## config.mk

```make
export PLATFORM = sky130hd
export DESIGN_NAME = rpDrive
export DESIGN_NICKNAME = d
export VERILOG_FILES = /design/src/rpRegPkg.sv /design/src/rpCmdPkg.sv /design/src/rpDiskAddr.sv /design/src/rpCylAddr.sv /design/src/rpSectorTimer.sv /design/src/rpCtrlFsm.sv /design/src/rpDrive.sv
export SDC_FILE = /design/constraint.sdc
export NUM_CORES = 1
export LEC_CHECK = 0
export ABC_AREA = 1
export BUFFER_PORTS_ARGS = -buffer_cell sky130_fd_sc_hd__buf_4
export CAP_MARGIN = 0
export CORE_MARGIN = 1
export CORE_UTILIZATION = 57
export CTS_BUF_LIST = sky130_fd_sc_hd__clkbuf_16
export DETAILED_ROUTE_END_ITERATION = 16
export HOLD_SLACK_MARGIN = 0.03
export PLACE_DENSITY = 0.85
export SLEW_MARGIN = 10
export SYNTH_ARGS = -nofsm -noshare
export SYNTH_HDL_FRONTEND = slang
export SYNTH_SLANG_ARGS = --single-unit
export TNS_END_PERCENT = 5
```

## constraint.sdc

```tcl
create_clock -name clk -period 6.6 [get_ports clk]
set_input_delay 0.66 -clock clk [delete_from_list [all_inputs] [get_ports clk]]
set_output_delay 0.66 -clock clk [all_outputs]
set_load 0.005 [all_outputs]
```

## src/rpRegPkg.sv

```systemverilog
package rpRegPkg;

   //////////////////////////////////////////////////
   // Register map
   //////////////////////////////////////////////////

   // Register addresses seen on the host write port
   typedef enum logic [1:0]
   {
      ADDR_CS1 = 2'd0,   // Command and status
      ADDR_DA  = 2'd1,   // Disk address, sector and track
      ADDR_DC  = 2'd2    // Desired cylinder
   } regAddrT;

   //////////////////////////////////////////////////
   // Field layouts
   //////////////////////////////////////////////////

   // Address field widths
   localparam int SECT_W = 6;
   localparam int TRK_W  = 6;
   localparam int CYL_W  = 10;

   // Sector count width in CS1
   localparam int CNT_W  = 8;

   // Disk address word, bits 7..6 and 15..14 read zero
   localparam int DA_SA_LSB = 0;
   localparam int DA_TA_LSB = 8;

   // Command word, opcode low and count above it
   localparam int CS1_FN_LSB  = 0;
   localparam int CS1_CNT_LSB = 4;

   //////////////////////////////////////////////////
   // Structs between blocks
   //////////////////////////////////////////////////

   // One host register write
   typedef struct packed
   {
      logic              valid;
      regAddrT           addr;
      logic [15:0]       data;
   } regWrT;

   // Sector header toward the host
   typedef struct packed
   {
      logic              valid;
      logic [CYL_W-1:0]  cyl;
      logic [TRK_W-1:0]  trk;
      logic [SECT_W-1:0] sect;
   } hdrT;

   // Drive status bits
   typedef struct packed
   {
      logic dry;   // Drive ready
      logic ata;   // Attention, command done
      logic err;   // Illegal function
   } statusT;

endpackage

```

## src/rpCmdPkg.sv

```systemverilog
package rpCmdPkg;

   //////////////////////////////////////////////////
   // Command opcodes
   //////////////////////////////////////////////////

   // Function field of CS1
   // Anything not listed here is an illegal function
   typedef enum logic [3:0]
   {
      OP_NOP     = 4'h0,   // No operation, just raises attention
      OP_PRESET  = 4'h1,   // Clear disk address and cylinder
      OP_READHDR = 4'h2    // Read a run of sector headers
   } opcodeT;

   //////////////////////////////////////////////////
   // Controller states
   //////////////////////////////////////////////////

   // Drive is ready only in ST_IDLE
   typedef enum logic [1:0]
   {
      ST_IDLE = 2'd0,   // Ready for a command
      ST_WAIT = 2'd1,   // Waiting for next sector mark
      ST_SEND = 2'd2    // Sector under head, waiting for a credit
   } ctrlStateT;

   // The fourth encoding is unused
   // FSM falls back to ST_IDLE if it ever lands there

endpackage

```

## src/rpDiskAddr.sv

```systemverilog
`timescale 1ns/1ps

module rpDiskAddr
#(
   parameter int SECNUM_LAST = 5,
   parameter int TRKNUM_LAST = 2
)
(
   input  logic             clk,
   input  logic             arstN,
   input  rpRegPkg::regWrT  regWr,
   input  logic             dry,
   input  logic             preset,
   input  logic             incSect,
   output logic [15:0]      da,
   output logic             trkWrap
);

   // Geometry limits cut to field width
   localparam logic [rpRegPkg::SECT_W-1:0] SECT_LAST = SECNUM_LAST[rpRegPkg::SECT_W-1:0];
   localparam logic [rpRegPkg::TRK_W-1:0]  TRK_LAST  = TRKNUM_LAST[rpRegPkg::TRK_W-1:0];

   logic [rpRegPkg::SECT_W-1:0] sectQ;
   logic [rpRegPkg::TRK_W-1:0]  trkQ;
   logic                        daWr;
   logic                        sectEnd;
   logic                        trkEnd;

   // Host write to DA, taken only while ready
   assign daWr = regWr.valid && (regWr.addr == rpRegPkg::ADDR_DA) && dry;

   // At or past the last sector / track
   // Out of range values written by the host wrap too
   assign sectEnd = (sectQ >= SECT_LAST);
   assign trkEnd  = (trkQ >= TRK_LAST);

   // Next increment carries out of the last track
   assign trkWrap = sectEnd && trkEnd;

   //////////////////////////////////////////////////
   // Sector address
   //////////////////////////////////////////////////

   always_ff @(posedge clk or negedge arstN)
   begin
      if (!arstN)
      begin
         sectQ <= '0;
      end
      else if (preset)
      begin
         sectQ <= '0;
      end
      else if (daWr)
      begin
         sectQ <= regWr.data[rpRegPkg::DA_SA_LSB +: rpRegPkg::SECT_W];
      end
      else if (incSect)
      begin
         // Wrap to sector 0 after the last one
         sectQ <= sectEnd ? '0 : sectQ + 1'b1;
      end
   end

   //////////////////////////////////////////////////
   // Track address
   //////////////////////////////////////////////////

   always_ff @(posedge clk or negedge arstN)
   begin
      if (!arstN)
      begin
         trkQ <= '0;
      end
      else if (preset)
      begin
         trkQ <= '0;
      end
      else if (daWr)
      begin
         trkQ <= regWr.data[rpRegPkg::DA_TA_LSB +: rpRegPkg::TRK_W];
      end
      else if (incSect && sectEnd)
      begin
         // Step only on sector carry
         trkQ <= trkEnd ? '0 : trkQ + 1'b1;
      end
   end

   // Pack fields, unused bits stay zero
   always_comb
   begin
      da = '0;
      da[rpRegPkg::DA_SA_LSB +: rpRegPkg::SECT_W] = sectQ;
      da[rpRegPkg::DA_TA_LSB +: rpRegPkg::TRK_W]  = trkQ;
   end

   // Stepping keeps the address inside the geometry
   // Also catches an increment racing a host write
   sectRange: assert property (@(posedge clk) disable iff (!arstN)
      incSect && !preset |=> sectQ <= SECT_LAST);

   trkRange: assert property (@(posedge clk) disable iff (!arstN)
      incSect && !preset |=> trkQ <= TRK_LAST);

endmodule

```

## src/rpCylAddr.sv

```systemverilog
`timescale 1ns/1ps

module rpCylAddr
#(
   parameter int CYL_LAST = 7
)
(
   input  logic             clk,
   input  logic             arstN,
   input  rpRegPkg::regWrT  regWr,
   input  logic             dry,
   input  logic             preset,
   input  logic             incSect,
   input  logic             trkWrap,
   output logic [15:0]      dc
);

   localparam logic [rpRegPkg::CYL_W-1:0] CYL_MAX = CYL_LAST[rpRegPkg::CYL_W-1:0];

   logic [rpRegPkg::CYL_W-1:0] cylQ;
   logic                       dcWr;
   logic                       step;

   // Host load while ready
   assign dcWr = regWr.valid && (regWr.addr == rpRegPkg::ADDR_DC) && dry;

   // Carry in from the track field
   assign step = incSect && trkWrap;

   always_ff @(posedge clk or negedge arstN)
   begin
      if (!arstN)
      begin
         cylQ <= '0;
      end
      else if (preset)
      begin
         cylQ <= '0;
      end
      else if (dcWr)
      begin
         cylQ <= regWr.data[rpRegPkg::CYL_W-1:0];
      end
      else if (step)
      begin
         // Back to cylinder 0 past the last one
         cylQ <= (cylQ >= CYL_MAX) ? '0 : cylQ + 1'b1;
      end
   end

   // Upper bits read zero
   assign dc = {{(16 - rpRegPkg::CYL_W){1'b0}}, cylQ};

   // Controller never steps while the host can write
   noStepOnWrite: assert property (@(posedge clk) disable iff (!arstN)
      dcWr |-> !step);

endmodule

```

## src/rpSectorTimer.sv

```systemverilog
`timescale 1ns/1ps

module rpSectorTimer
#(
   parameter int SECTOR_TICKS = 6
)
(
   input  logic clk,
   input  logic arstN,
   input  logic run,
   output logic secMark
);

   // Counter width, at least one bit
   localparam int CNT_W = (SECTOR_TICKS > 1) ? $clog2(SECTOR_TICKS) : 1;
   localparam logic [CNT_W-1:0] TICK_LAST = CNT_W'(SECTOR_TICKS - 1);

   logic [CNT_W-1:0] tickQ;
   logic             lastTick;

   // Final clock of the current sector
   assign lastTick = (tickQ == TICK_LAST);

   //////////////////////////////////////////////////
   // Rotation counter
   //////////////////////////////////////////////////

   always_ff @(posedge clk or negedge arstN)
   begin
      if (!arstN)
      begin
         tickQ <= '0;
      end
      else if (!run)
      begin
         // Parked, restart from zero on next run
         tickQ <= '0;
      end
      else if (lastTick)
      begin
         tickQ <= '0;
      end
      else
      begin
         tickQ <= tickQ + 1'b1;
      end
   end

   // One clock pulse per sector under the head
   // First mark comes SECTOR_TICKS clocks after run rises
   assign secMark = run && lastTick;

endmodule

```

## src/rpCtrlFsm.sv

```systemverilog
`timescale 1ns/1ps

module rpCtrlFsm
#(
   parameter int MAX_CREDITS = 3
)
(
   input  logic              clk,
   input  logic              arstN,
   input  rpRegPkg::regWrT   regWr,
   input  logic              secMark,
   input  logic              creditRet,
   input  logic [15:0]       da,
   input  logic [15:0]       dc,
   output logic              run,
   output logic              preset,
   output logic              incSect,
   output rpRegPkg::hdrT     hdr,
   output rpRegPkg::statusT  status
);

   localparam int CRD_W = $clog2(MAX_CREDITS + 1);
   localparam logic [CRD_W-1:0] CRD_MAX = CRD_W'(MAX_CREDITS);
   localparam int FN_W = $bits(rpCmdPkg::opcodeT);

   rpCmdPkg::ctrlStateT          stateQ;
   rpCmdPkg::opcodeT             fn;
   logic [rpRegPkg::CNT_W-1:0]   remQ;
   logic [rpRegPkg::CNT_W-1:0]   cnt;
   logic [CRD_W-1:0]             creditQ;
   logic                         ataQ;
   logic                         errQ;
   logic                         donePendQ;
   logic                         hdrValidQ;
   logic [rpRegPkg::CYL_W-1:0]   hdrCylQ;
   logic [rpRegPkg::TRK_W-1:0]   hdrTrkQ;
   logic [rpRegPkg::SECT_W-1:0]  hdrSectQ;
   logic                         dry;
   logic                         cs1Wr;
   logic                         send;

   //////////////////////////////////////////////////
   // Command decode
   //////////////////////////////////////////////////

   // Ready whenever idle
   assign dry   = (stateQ == rpCmdPkg::ST_IDLE);
   assign cs1Wr = regWr.valid && (regWr.addr == rpRegPkg::ADDR_CS1) && dry;
   assign fn    = rpCmdPkg::opcodeT'(regWr.data[rpRegPkg::CS1_FN_LSB +: FN_W]);
   assign cnt   = regWr.data[rpRegPkg::CS1_CNT_LSB +: rpRegPkg::CNT_W];

   // Sector under head and host has room
   assign send    = (stateQ == rpCmdPkg::ST_SEND) && (creditQ != '0);
   assign incSect = send;
   assign run     = !dry;

   // Clears address at the write edge itself
   assign preset  = cs1Wr && (fn == rpCmdPkg::OP_PRESET);

   // Sequencer
   always_ff @(posedge clk or negedge arstN)
   begin
      if (!arstN)
      begin
         stateQ <= rpCmdPkg::ST_IDLE;
         remQ   <= '0;
      end
      else
      begin
         case (stateQ)
            rpCmdPkg::ST_IDLE:
            begin
               // Zero count finishes like a NOP
               if (cs1Wr && (fn == rpCmdPkg::OP_READHDR) && (cnt != '0))
               begin
                  remQ   <= cnt;
                  stateQ <= rpCmdPkg::ST_WAIT;
               end
            end
            rpCmdPkg::ST_WAIT:
            begin
               if (secMark)
               begin
                  stateQ <= rpCmdPkg::ST_SEND;
               end
            end
            rpCmdPkg::ST_SEND:
            begin
               // Hold here without credit, timer keeps turning
               if (send)
               begin
                  remQ   <= remQ - 1'b1;
                  stateQ <= (remQ == 1) ? rpCmdPkg::ST_IDLE : rpCmdPkg::ST_WAIT;
               end
            end
            default:
            begin
               stateQ <= rpCmdPkg::ST_IDLE;
            end
         endcase
      end
   end

   //////////////////////////////////////////////////
   // Status and credits
   //////////////////////////////////////////////////

   always_ff @(posedge clk or negedge arstN)
   begin
      if (!arstN)
      begin
         ataQ      <= 1'b0;
         errQ      <= 1'b0;
         donePendQ <= 1'b0;
      end
      else if (cs1Wr)
      begin
         // New command replaces old attention
         donePendQ <= 1'b0;
         case (fn)
            rpCmdPkg::OP_NOP,
            rpCmdPkg::OP_PRESET:
            begin
               ataQ <= 1'b1;
               errQ <= 1'b0;
            end
            rpCmdPkg::OP_READHDR:
            begin
               ataQ <= (cnt == '0);
               errQ <= 1'b0;
            end
            default:
            begin
               ataQ <= 1'b1;
               errQ <= 1'b1;
            end
         endcase
      end
      else
      begin
         // Attention one clock after the final header
         donePendQ <= send && (remQ == 1);
         if (donePendQ)
         begin
            ataQ <= 1'b1;
         end
      end
   end

   // Host buffer space left
   always_ff @(posedge clk or negedge arstN)
   begin
      if (!arstN)
      begin
         creditQ <= CRD_MAX;
      end
      else
      begin
         case ({send, creditRet})
            2'b10:   creditQ <= creditQ - 1'b1;
            2'b01:   creditQ <= creditQ + 1'b1;
            default: creditQ <= creditQ;
         endcase
      end
   end

   //////////////////////////////////////////////////
   // Header output
   //////////////////////////////////////////////////

   always_ff @(posedge clk or negedge arstN)
   begin
      if (!arstN)
      begin
         hdrValidQ <= 1'b0;
      end
      else
      begin
         hdrValidQ <= send;
      end
   end

   // Address before this edge's increment
   always_ff @(posedge clk)
   begin
      if (send)
      begin
         hdrCylQ  <= dc[rpRegPkg::CYL_W-1:0];
         hdrTrkQ  <= da[rpRegPkg::DA_TA_LSB +: rpRegPkg::TRK_W];
         hdrSectQ <= da[rpRegPkg::DA_SA_LSB +: rpRegPkg::SECT_W];
      end
   end

   assign hdr    = '{valid: hdrValidQ, cyl: hdrCylQ, trk: hdrTrkQ, sect: hdrSectQ};
   assign status = '{dry: dry, ata: ataQ, err: errQ};

   // Host never hands back more than it was given
   creditCap: assert property (@(posedge clk) disable iff (!arstN)
      creditRet && !send |-> creditQ < CRD_MAX);

   // Every header was paid for the cycle before
   hdrHasCredit: assert property (@(posedge clk) disable iff (!arstN)
      hdrValidQ |-> $past(creditQ) != '0);

   // Address step pairs with a header
   incWithHdr: assert property (@(posedge clk) disable iff (!arstN)
      incSect |=> hdrValidQ);

endmodule

```

## src/rpDrive.sv

```systemverilog
`timescale 1ns/1ps

module rpDrive
#(
   parameter int SECNUM_LAST  = 5,
   parameter int TRKNUM_LAST  = 2,
   parameter int CYL_LAST     = 7,
   parameter int SECTOR_TICKS = 6,
   parameter int MAX_CREDITS  = 3
)
(
   input  logic              clk,
   input  logic              arstN,
   input  rpRegPkg::regWrT   regWr,
   input  logic              creditRet,
   output rpRegPkg::hdrT     hdr,
   output rpRegPkg::statusT  status,
   output logic [15:0]       da,
   output logic [15:0]       dc
);

   //////////////////////////////////////////////////
   // Internal strobes
   //////////////////////////////////////////////////

   logic run;
   logic secMark;
   logic preset;
   logic incSect;
   logic trkWrap;

   // Sector and track
   rpDiskAddr #(
      .SECNUM_LAST (SECNUM_LAST),
      .TRKNUM_LAST (TRKNUM_LAST)
   ) diskAddr_i (
      .clk     (clk),
      .arstN   (arstN),
      .regWr   (regWr),
      .dry     (status.dry),
      .preset  (preset),
      .incSect (incSect),
      .da      (da),
      .trkWrap (trkWrap)
   );

   // Cylinder, stepped by track carry
   rpCylAddr #(
      .CYL_LAST (CYL_LAST)
   ) cylAddr_i (
      .clk     (clk),
      .arstN   (arstN),
      .regWr   (regWr),
      .dry     (status.dry),
      .preset  (preset),
      .incSect (incSect),
      .trkWrap (trkWrap),
      .dc      (dc)
   );

   // Disk rotation
   rpSectorTimer #(
      .SECTOR_TICKS (SECTOR_TICKS)
   ) sectorTimer_i (
      .clk     (clk),
      .arstN   (arstN),
      .run     (run),
      .secMark (secMark)
   );

   // Command control and header path
   rpCtrlFsm #(
      .MAX_CREDITS (MAX_CREDITS)
   ) ctrlFsm_i (
      .clk       (clk),
      .arstN     (arstN),
      .regWr     (regWr),
      .secMark   (secMark),
      .creditRet (creditRet),
      .da        (da),
      .dc        (dc),
      .run       (run),
      .preset    (preset),
      .incSect   (incSect),
      .hdr       (hdr),
      .status    (status)
   );

endmodule

```

==> summary.txt, run 1 <==
Clock network
  • CTS Hold Bufs: 0
  • Clk slew on worst S/H paths: 0.06 ns
  • H-tree depth: 3
  • Clock Root Buffer: clkbuf_16
  • # resized after CTS: 0
  • TritonCTS clock tree: built
  • Setup bufs post-CTS: 0
  • Clk buf depth: 2
  • CTS Buf Count: 9
  • Clock tree sinks: 63
  • Clk_lat worst skew: 0.34 ns

Global routing
  • Largest net degree at the start of global routing: 42
  • Gr usage total: 0.2707
  • First-pass GRT wire length: 12.11 mm
  • Gr ovfl total: 0
  • Initial antenna violation count: 0
  • Vias in the first global route: 2497

Synthesis
  • Synth Warn #: 0
  • Syn Inst Count: 359
  • Sequential cell area fraction in the yosys report: 0.5282
  • Post-Syn Area per Cell: 8.908 sq um
  • #FFs+latches synth: 63
  • Post-synthesis cell area: 3198 sq um
  • Unique masters post-synth: 34

Route
  • Via/cell ratio: 5.507
  • Met2 WL: 3.809 mm
  • Metal3 WL: 593 um
  • TritonRoute pass-1 iters: 5
  • Starting DRT DRC Count: 206
  • Vias: 2770
  • Top Metal Used: met4
  • DRC viols: 0
  • WL/cell: 14.72 um
  • Detail Route Antenna Nets: 0
  • M1 WL: 2.844 mm
  • Total Wirelength: 7.404 mm

STA
  • Crit path time final: 2.470 ns
  • Fmax: 404.9 MHz
  • Fin Setup TNS: 0 ns
  • Setup Skew: 0.005815 ns
  • Worst setup margin: 4.130 ns
  • Slew @ Worst Pin: 0.8384 ns
  • Fin crit share: 0.3742
  • Worst slew margin: 0.4390
  • WHS: 0.2973 ns
  • Endpoints failing hold: 0
  • RSZ-0062 raised after global routing: no
  • Final setup viols: 0
  • Pins Over Slew Limit: 0

Place
  • Dpl ws: 4.144 ns
  • RePlAce Congestion: 0.9226
  • IO buf count: 67
  • Placed insts: 487
  • Post-DP HPWL: 4.819 mm

Die
  • IO Pins: 80
  • Site Rows: 26
  • DIE WIDTH: 76.91 um
  • Initial Util: 0.6068
  • Area of the die: 5914 sq um
  • Core footprint: 5270 sq um
  • Chip height: 76.91 um

Layout
  • Net count, final: 459
  • P&R area growth vs syn: 25.12%
  • Final core area utilization: 0.7593
  • Most frequent cells in the layout: nand2_1 (97), buf_4 (68), nand3_1 (48)
  • ANT cells: 0
  • Fraction of layout cells with a size suffix above 1: 0.2402
  • Number of fill cells: 403
  • Layout Cells excl Fill: 503
  • Commonest non-fill, non-tap cell in the layout: nand2_1

Power and ir drop
  • Leakage: 0.002007 uW
  • PD cells: 473.2 nW/um^2
  • Max VDD drop: 0.0002975 V

Worst setup path
  • Reg2Reg Setup Slack: 4.13 ns
  • Critical Path Start Type: register
  • Worst R2R Path Depth: 9
  • Req. time, crit path: 6.85 ns
  • CP arrival: 2.72 ns
  • Kind of critical path: register to register
  • Worst r2r src: ctrlFsm_i.stateQ[0]
  • CP endpoint kind: register
  • Worst R2R End: ctrlFsm_i.creditQ[1]
  • Crit-path max FO: 26

Worst hold path
  • Hold Crit Class: input port to async pin

Run status
  • Status: complete, no violations

Flow run
  • Max Cap Viol: 0
[per-layer routing]
metal | track usage | up-vias
met4 | 0.1404 | 0
met2 | 0.4554 | 155
met5 | 0 | -
met3 | 0.05476 | 19
met1 | 0.3280 | 1308
li1 | - | 1288
[power breakdown]
group | total, uW | switching [uW] | internal, uW
combinational | 675 | 389 | 286
clock | 508 | 178 | 331
sequential | 710 | 132 | 578
total | 1890 | 698 | 1200
[sequential cells by signal (all words and copies together) (netlist names)]
signal and flops:
sectorTimer_i.tickQ 3, ctrlFsm_i.stateQ 2, diskAddr_i.sectQ 6, ctrlFsm_i.creditQ 2, ctrlFsm_i.hdrTrkQ 6, ctrlFsm_i.hdrCylQ 10
diskAddr_i.trkQ 6, ctrlFsm_i.remQ 8, cylAddr_i.cylQ 10, ctrlFsm_i.ataQ 1, ctrlFsm_i.hdrSectQ 6, ctrlFsm_i.donePendQ 1
ctrlFsm_i.hdrValidQ 1, ctrlFsm_i.errQ 1
[synthesized netlist by cell type]
master    number  area share
nand2_1       97        0.11
dfrtp_1       39        0.31
nand3_2        3      0.0094
nand4_4        1      0.0067
o211ai_1       1      0.0023
a21oi_1        3      0.0047
o21ai_0       24       0.038
nor2_2         2      0.0039
edfxtp_1      22        0.21
o21ai_1        1      0.0016
nor3_1         1      0.0016
nand2_2        1      0.0020
a21oi_2        1      0.0027
buf_4         15       0.035
conb_1         1      0.0012
clkbuf_1       1      0.0012
nand3_4        1      0.0055
o21ai_2        2      0.0055
xor2_1         1      0.0027
buf_6          3       0.011
ha_1           9       0.035
or2_2          3      0.0059
nor2_1        28       0.033
and2_1         1      0.0020
a22oi_1        1      0.0023
inv_2          2      0.0023
xnor2_1        3      0.0082
inv_1         35       0.041
nand3_1       48       0.075
dfstp_2        2       0.016
nand4_1        3      0.0059
o31ai_1        1      0.0023
nor2_4         2      0.0070
nand2_4        1      0.0035
[critical path, cell delays in order, from the launching register on]
cell	delay, ns
dfrtp_1	0.40
inv_1	0.08
nand2_1	0.25
a21oi_2	0.21
buf_4	0.34
inv_1	0.33
ha_1	0.40
a21oi_1	0.11
o21ai_0	0.11
xor2_1	0.15
[layout make-up]
type,count,area [sq um],area share
timing repair buffer,68,510.5,0.1276
sequential,63,1689,0.4221
clock buffer,9,225.2,0.05629
tap,70,87.58,0.02189
inverter,37,138.9,0.03471
multi-input combinational,249,1254,0.3133
clock inverter,7,96.34,0.02408
[logic make-up (layout without fill, tap and decap cells)]
| kind of cell | after synthesis | count (layout) | synth area share |
|---|---|---|---|
| AOI/OAI and AO/OA | 34 | 34 | 0.05908 |
| xor gates and xnor gates | 4 | 4 | 0.01096 |
| adders and majority gates | 9 | 9 | 0.03521 |
| buffers and inverters | 56 | 121 | 0.09038 |
| DFF | 63 | 63 | 0.5282 |
| other | 1 | 10 | 0.001173 |
| and+or+nand+nor | 192 | 192 | 0.2750 |
[stage by stage]
step           cell area, sq um  total power, uW
2_1_floorplan              3232             1111
6_report                   4001             1894
5_1_grt                    4001             2013
3_3_place_gp               3680             1325
4_1_cts                    4001             1889
3_5_place_dp               3680             1366
[worst max-delay path by stage]
stage                     depth (start not counted)                    to                  from  slack (ns)
final                                             9  ctrlFsm_i.creditQ[1]   ctrlFsm_i.stateQ[0]        4.13
after detailed placement                          9  ctrlFsm_i.creditQ[1]   ctrlFsm_i.stateQ[0]        4.14
after floorplan                                   8  ctrlFsm_i.creditQ[1]  ctrlFsm_i.creditQ[1]        4.04
after global routing                              9  ctrlFsm_i.creditQ[1]   ctrlFsm_i.stateQ[0]        3.94
after global placement                            9  ctrlFsm_i.creditQ[1]   ctrlFsm_i.stateQ[0]        4.21
after CTS                                         9  ctrlFsm_i.creditQ[1]   ctrlFsm_i.stateQ[0]        4.13
(Power assumes the default switching activity.)
==> run 2, diff against run 1 <==
--- a/config.mk
+++ b/config.mk
@@ -9,11 +9,11 @@
 export BUFFER_PORTS_ARGS = -buffer_cell sky130_fd_sc_hd__buf_4
 export CAP_MARGIN = 0
 export CORE_MARGIN = 1
-export CORE_UTILIZATION = 57
+export CORE_UTILIZATION = 53
 export CTS_BUF_LIST = sky130_fd_sc_hd__clkbuf_16
 export DETAILED_ROUTE_END_ITERATION = 16
 export HOLD_SLACK_MARGIN = 0.03
-export PLACE_DENSITY = 0.85
+export PLACE_DENSITY = 0.8
 export SLEW_MARGIN = 10
 export SYNTH_ARGS = -nofsm -noshare
 export SYNTH_HDL_FRONTEND = slang
==> constraint.sdc (replaced) <==
create_clock -name clk -period 2.59 [get_ports clk]
set_input_delay 0.259 -clock clk [delete_from_list [all_inputs] [get_ports clk]]
set_output_delay 0.259 -clock clk [all_outputs]
set_load 0.005 [all_outputs]
==> run 2 against run 1 <==
Net effect:
- total power increased to 2.5 times the previous value
- sequential cell count unchanged
- clock skew increased by 0.0015 ns
- clock power increased to 2.5 times the previous value
- critical path depth decreased by 1
- cell count increased by 0.80%
- global-route usage decreased by 1.5 points
- worst setup slack got worse by 3.6 ns
- die area increased by 7.3%
- utilization decreased by 5.1 points
- cell area increased by 0.50%
- largest power group unchanged
==> summary.txt, run 2 (same netlist as run 1, synthesis figures left out) <==
Route
  • Total Wirelength: 7.266 mm
  • WL/cell: 14.33 um
  • TritonRoute pass-1 iters: 5
  • DRC viols: 0
  • Vias: 2758
  • Detail Route Antenna Nets: 0
  • Starting DRT DRC Count: 246
  • Via/cell ratio: 5.440

Global routing
  • M1 GR Usage: 0.3207
  • Top Usage Layer GRT: met2
  • First-pass GRT wire length: 12.12 mm
  • Vias in the first global route: 2546
  • Gr ovfl total: 0
  • Met2 GRT Util: 0.4265
  • Met3 Use GR: 0.04571
  • Largest net degree at the start of global routing: 42
  • Initial antenna violation count: 0
  • Gr usage total: 0.2558

STA
  • Fin Setup TNS: 0 ns
  • Final setup viols: 0
  • Crit path time final: 2.062 ns
  • Slew @ Worst Pin: 0.5308 ns
  • Worst setup margin: 0.5277 ns
  • Worst slew margin: 0.6457
  • Setup Skew: 0.007278 ns
  • RSZ-0062 raised after global routing: no
  • Pins Over Slew Limit: 0
  • Fin crit share: 0.7963
  • Endpoints failing hold: 0
  • Fmax: 484.9 MHz

Layout
  • P&R area growth vs syn: 25.74%
  • Top Registers: ctrlFsm_i.hdrCylQ (10), cylAddr_i.cylQ (10), ctrlFsm_i.remQ (8)
  • Final core area utilization: 0.7086
  • ANT cells: 0
  • Fraction of layout cells with a size suffix above 1: 0.2414
  • Most frequent cells in the layout: nand2_1 (97), buf_4 (69), nand3_1 (48)
  • Commonest non-fill, non-tap cell in the layout: nand2_1
  • Number of fill cells: 409
  • Area used by multi-input combinational logic: 1254 sq um
  • Register area: 1689 sq um
  • Net count, final: 461

Worst hold path
  • Hold Crit Class: input port to register
  • Hold wc startpoint: regWr[13]

Die
  • Initial Util: 0.5635
  • Chip height: 79.68 um
  • IO Pins: 80
  • Core footprint: 5675 sq um
  • Site Rows: 27
  • Area of the die: 6349 sq um
  • DIE WIDTH: 79.68 um

Clock network
  • Clk_lat worst skew: 0.33 ns
  • H-tree depth: 3
  • Clock tree sinks: 63
  • CTS Buf Count: 9
  • # resized after CTS: 0
  • Setup bufs post-CTS: 0
  • CTS Hold Bufs: 1
  • TritonCTS clock tree: built
  • Clk slew on worst S/H paths: 0.06 ns
  • Clk buf depth: 2
  • Clock Root Buffer: clkbuf_16

Worst setup path
  • Worst r2r src: ctrlFsm_i.stateQ[0]
  • Critical Path Start Type: register
  • Crit-path max FO: 15
  • Req. time, crit path: 2.83 ns
  • Kind of critical path: register to register
  • CP endpoint kind: register
  • CP Launch Point: ctrlFsm_i.stateQ[0]
  • CP arrival: 2.31 ns

Flow run
  • Max Cap Viol: 0

Power and ir drop
  • PD cells: 1193 nW/um^2
  • Leakage: 0.002016 uW
  • Max VDD drop: 0.0006979 V

Place
  • RePlAce Congestion: 0.9054
  • Post-DP HPWL: 5.052 mm
  • IO buf count: 67
  • Dpl ws: 0.5434 ns

Run status
  • Status: complete, no violations
[run 2: changes by cell type in the layout (fill, tap and decap cells not counted), sizes merged]
cell	delta
dlygate4sd3	+1
buf	+1
[run 2: final cells by class]
class / instances / area share
inverter: 37 / 0.03454
clock inverter: 7 / 0.02396
timing repair buffer: 70 / 0.1313
tap: 72 / 0.02240
sequential: 63 / 0.4200
clock buffer: 9 / 0.05600
multi-input combinational: 249 / 0.3118
[run 2: routing by layer]
layer / up-vias / part of all wire
met2: 138 / 0.50
met5: - / 0
li1: 1297 / -
met3: 16 / 0.058
met1: 1307 / 0.42
met4: 0 / 0.023
[run 2: metrics by stage]
| stage | area (sq um) | instances | hold WS (ns) | power [uW] |
|---|---|---|---|---|
| detailed placement | 3690 | 490 | 0.2733 | 3494 |
| global placement | 3690 | 490 | 0.2762 | 3381 |
| global route | 4021 | 507 | 0.1601 | 5134 |
| floorplan | 3232 | 368 | -0.03659 | 2832 |
| finish | 4021 | 507 | 0.1345 | 4798 |
| CTS | 4021 | 507 | 0.1393 | 4803 |
[run 2: report_power, final]
part           switching [uW]  internal, uW  leakage (uW)  total [uW]
clock                     445           843      0.000150        1290
sequential                336          1470      0.000730        1810
combinational             966           733       0.00114        1700
total                    1750          3050       0.00202        4800
[run 2: critical path: stages (launching register included)]
cell	delay, ns
dfrtp_1	0.40
inv_1	0.08
nand2_1	0.24
a21oi_2	0.21
inv_1	0.26
ha_1	0.41
a21oi_1	0.12
o21ai_0	0.11
xor2_1	0.15
[run 2: worst paths after layout]
| kind | endpoint | slack [ns] | depth (start not counted) |
|---|---|---|---|
| min in group asynchronous | ctrlFsm_i.remQ[0] | 0.44 | 2 |
| worst max-delay path | ctrlFsm_i.creditQ[1] | 0.53 | 8 |
| worst min-delay path | diskAddr_i.trkQ[5] | 0.13 | 3 |
| worst min register to register | sectorTimer_i.tickQ[0] | 0.44 | 1 |
| worst max register to register | ctrlFsm_i.creditQ[1] | 0.53 | 8 |
| max in group asynchronous | ctrlFsm_i.creditQ[0] | 1.76 | 2 |
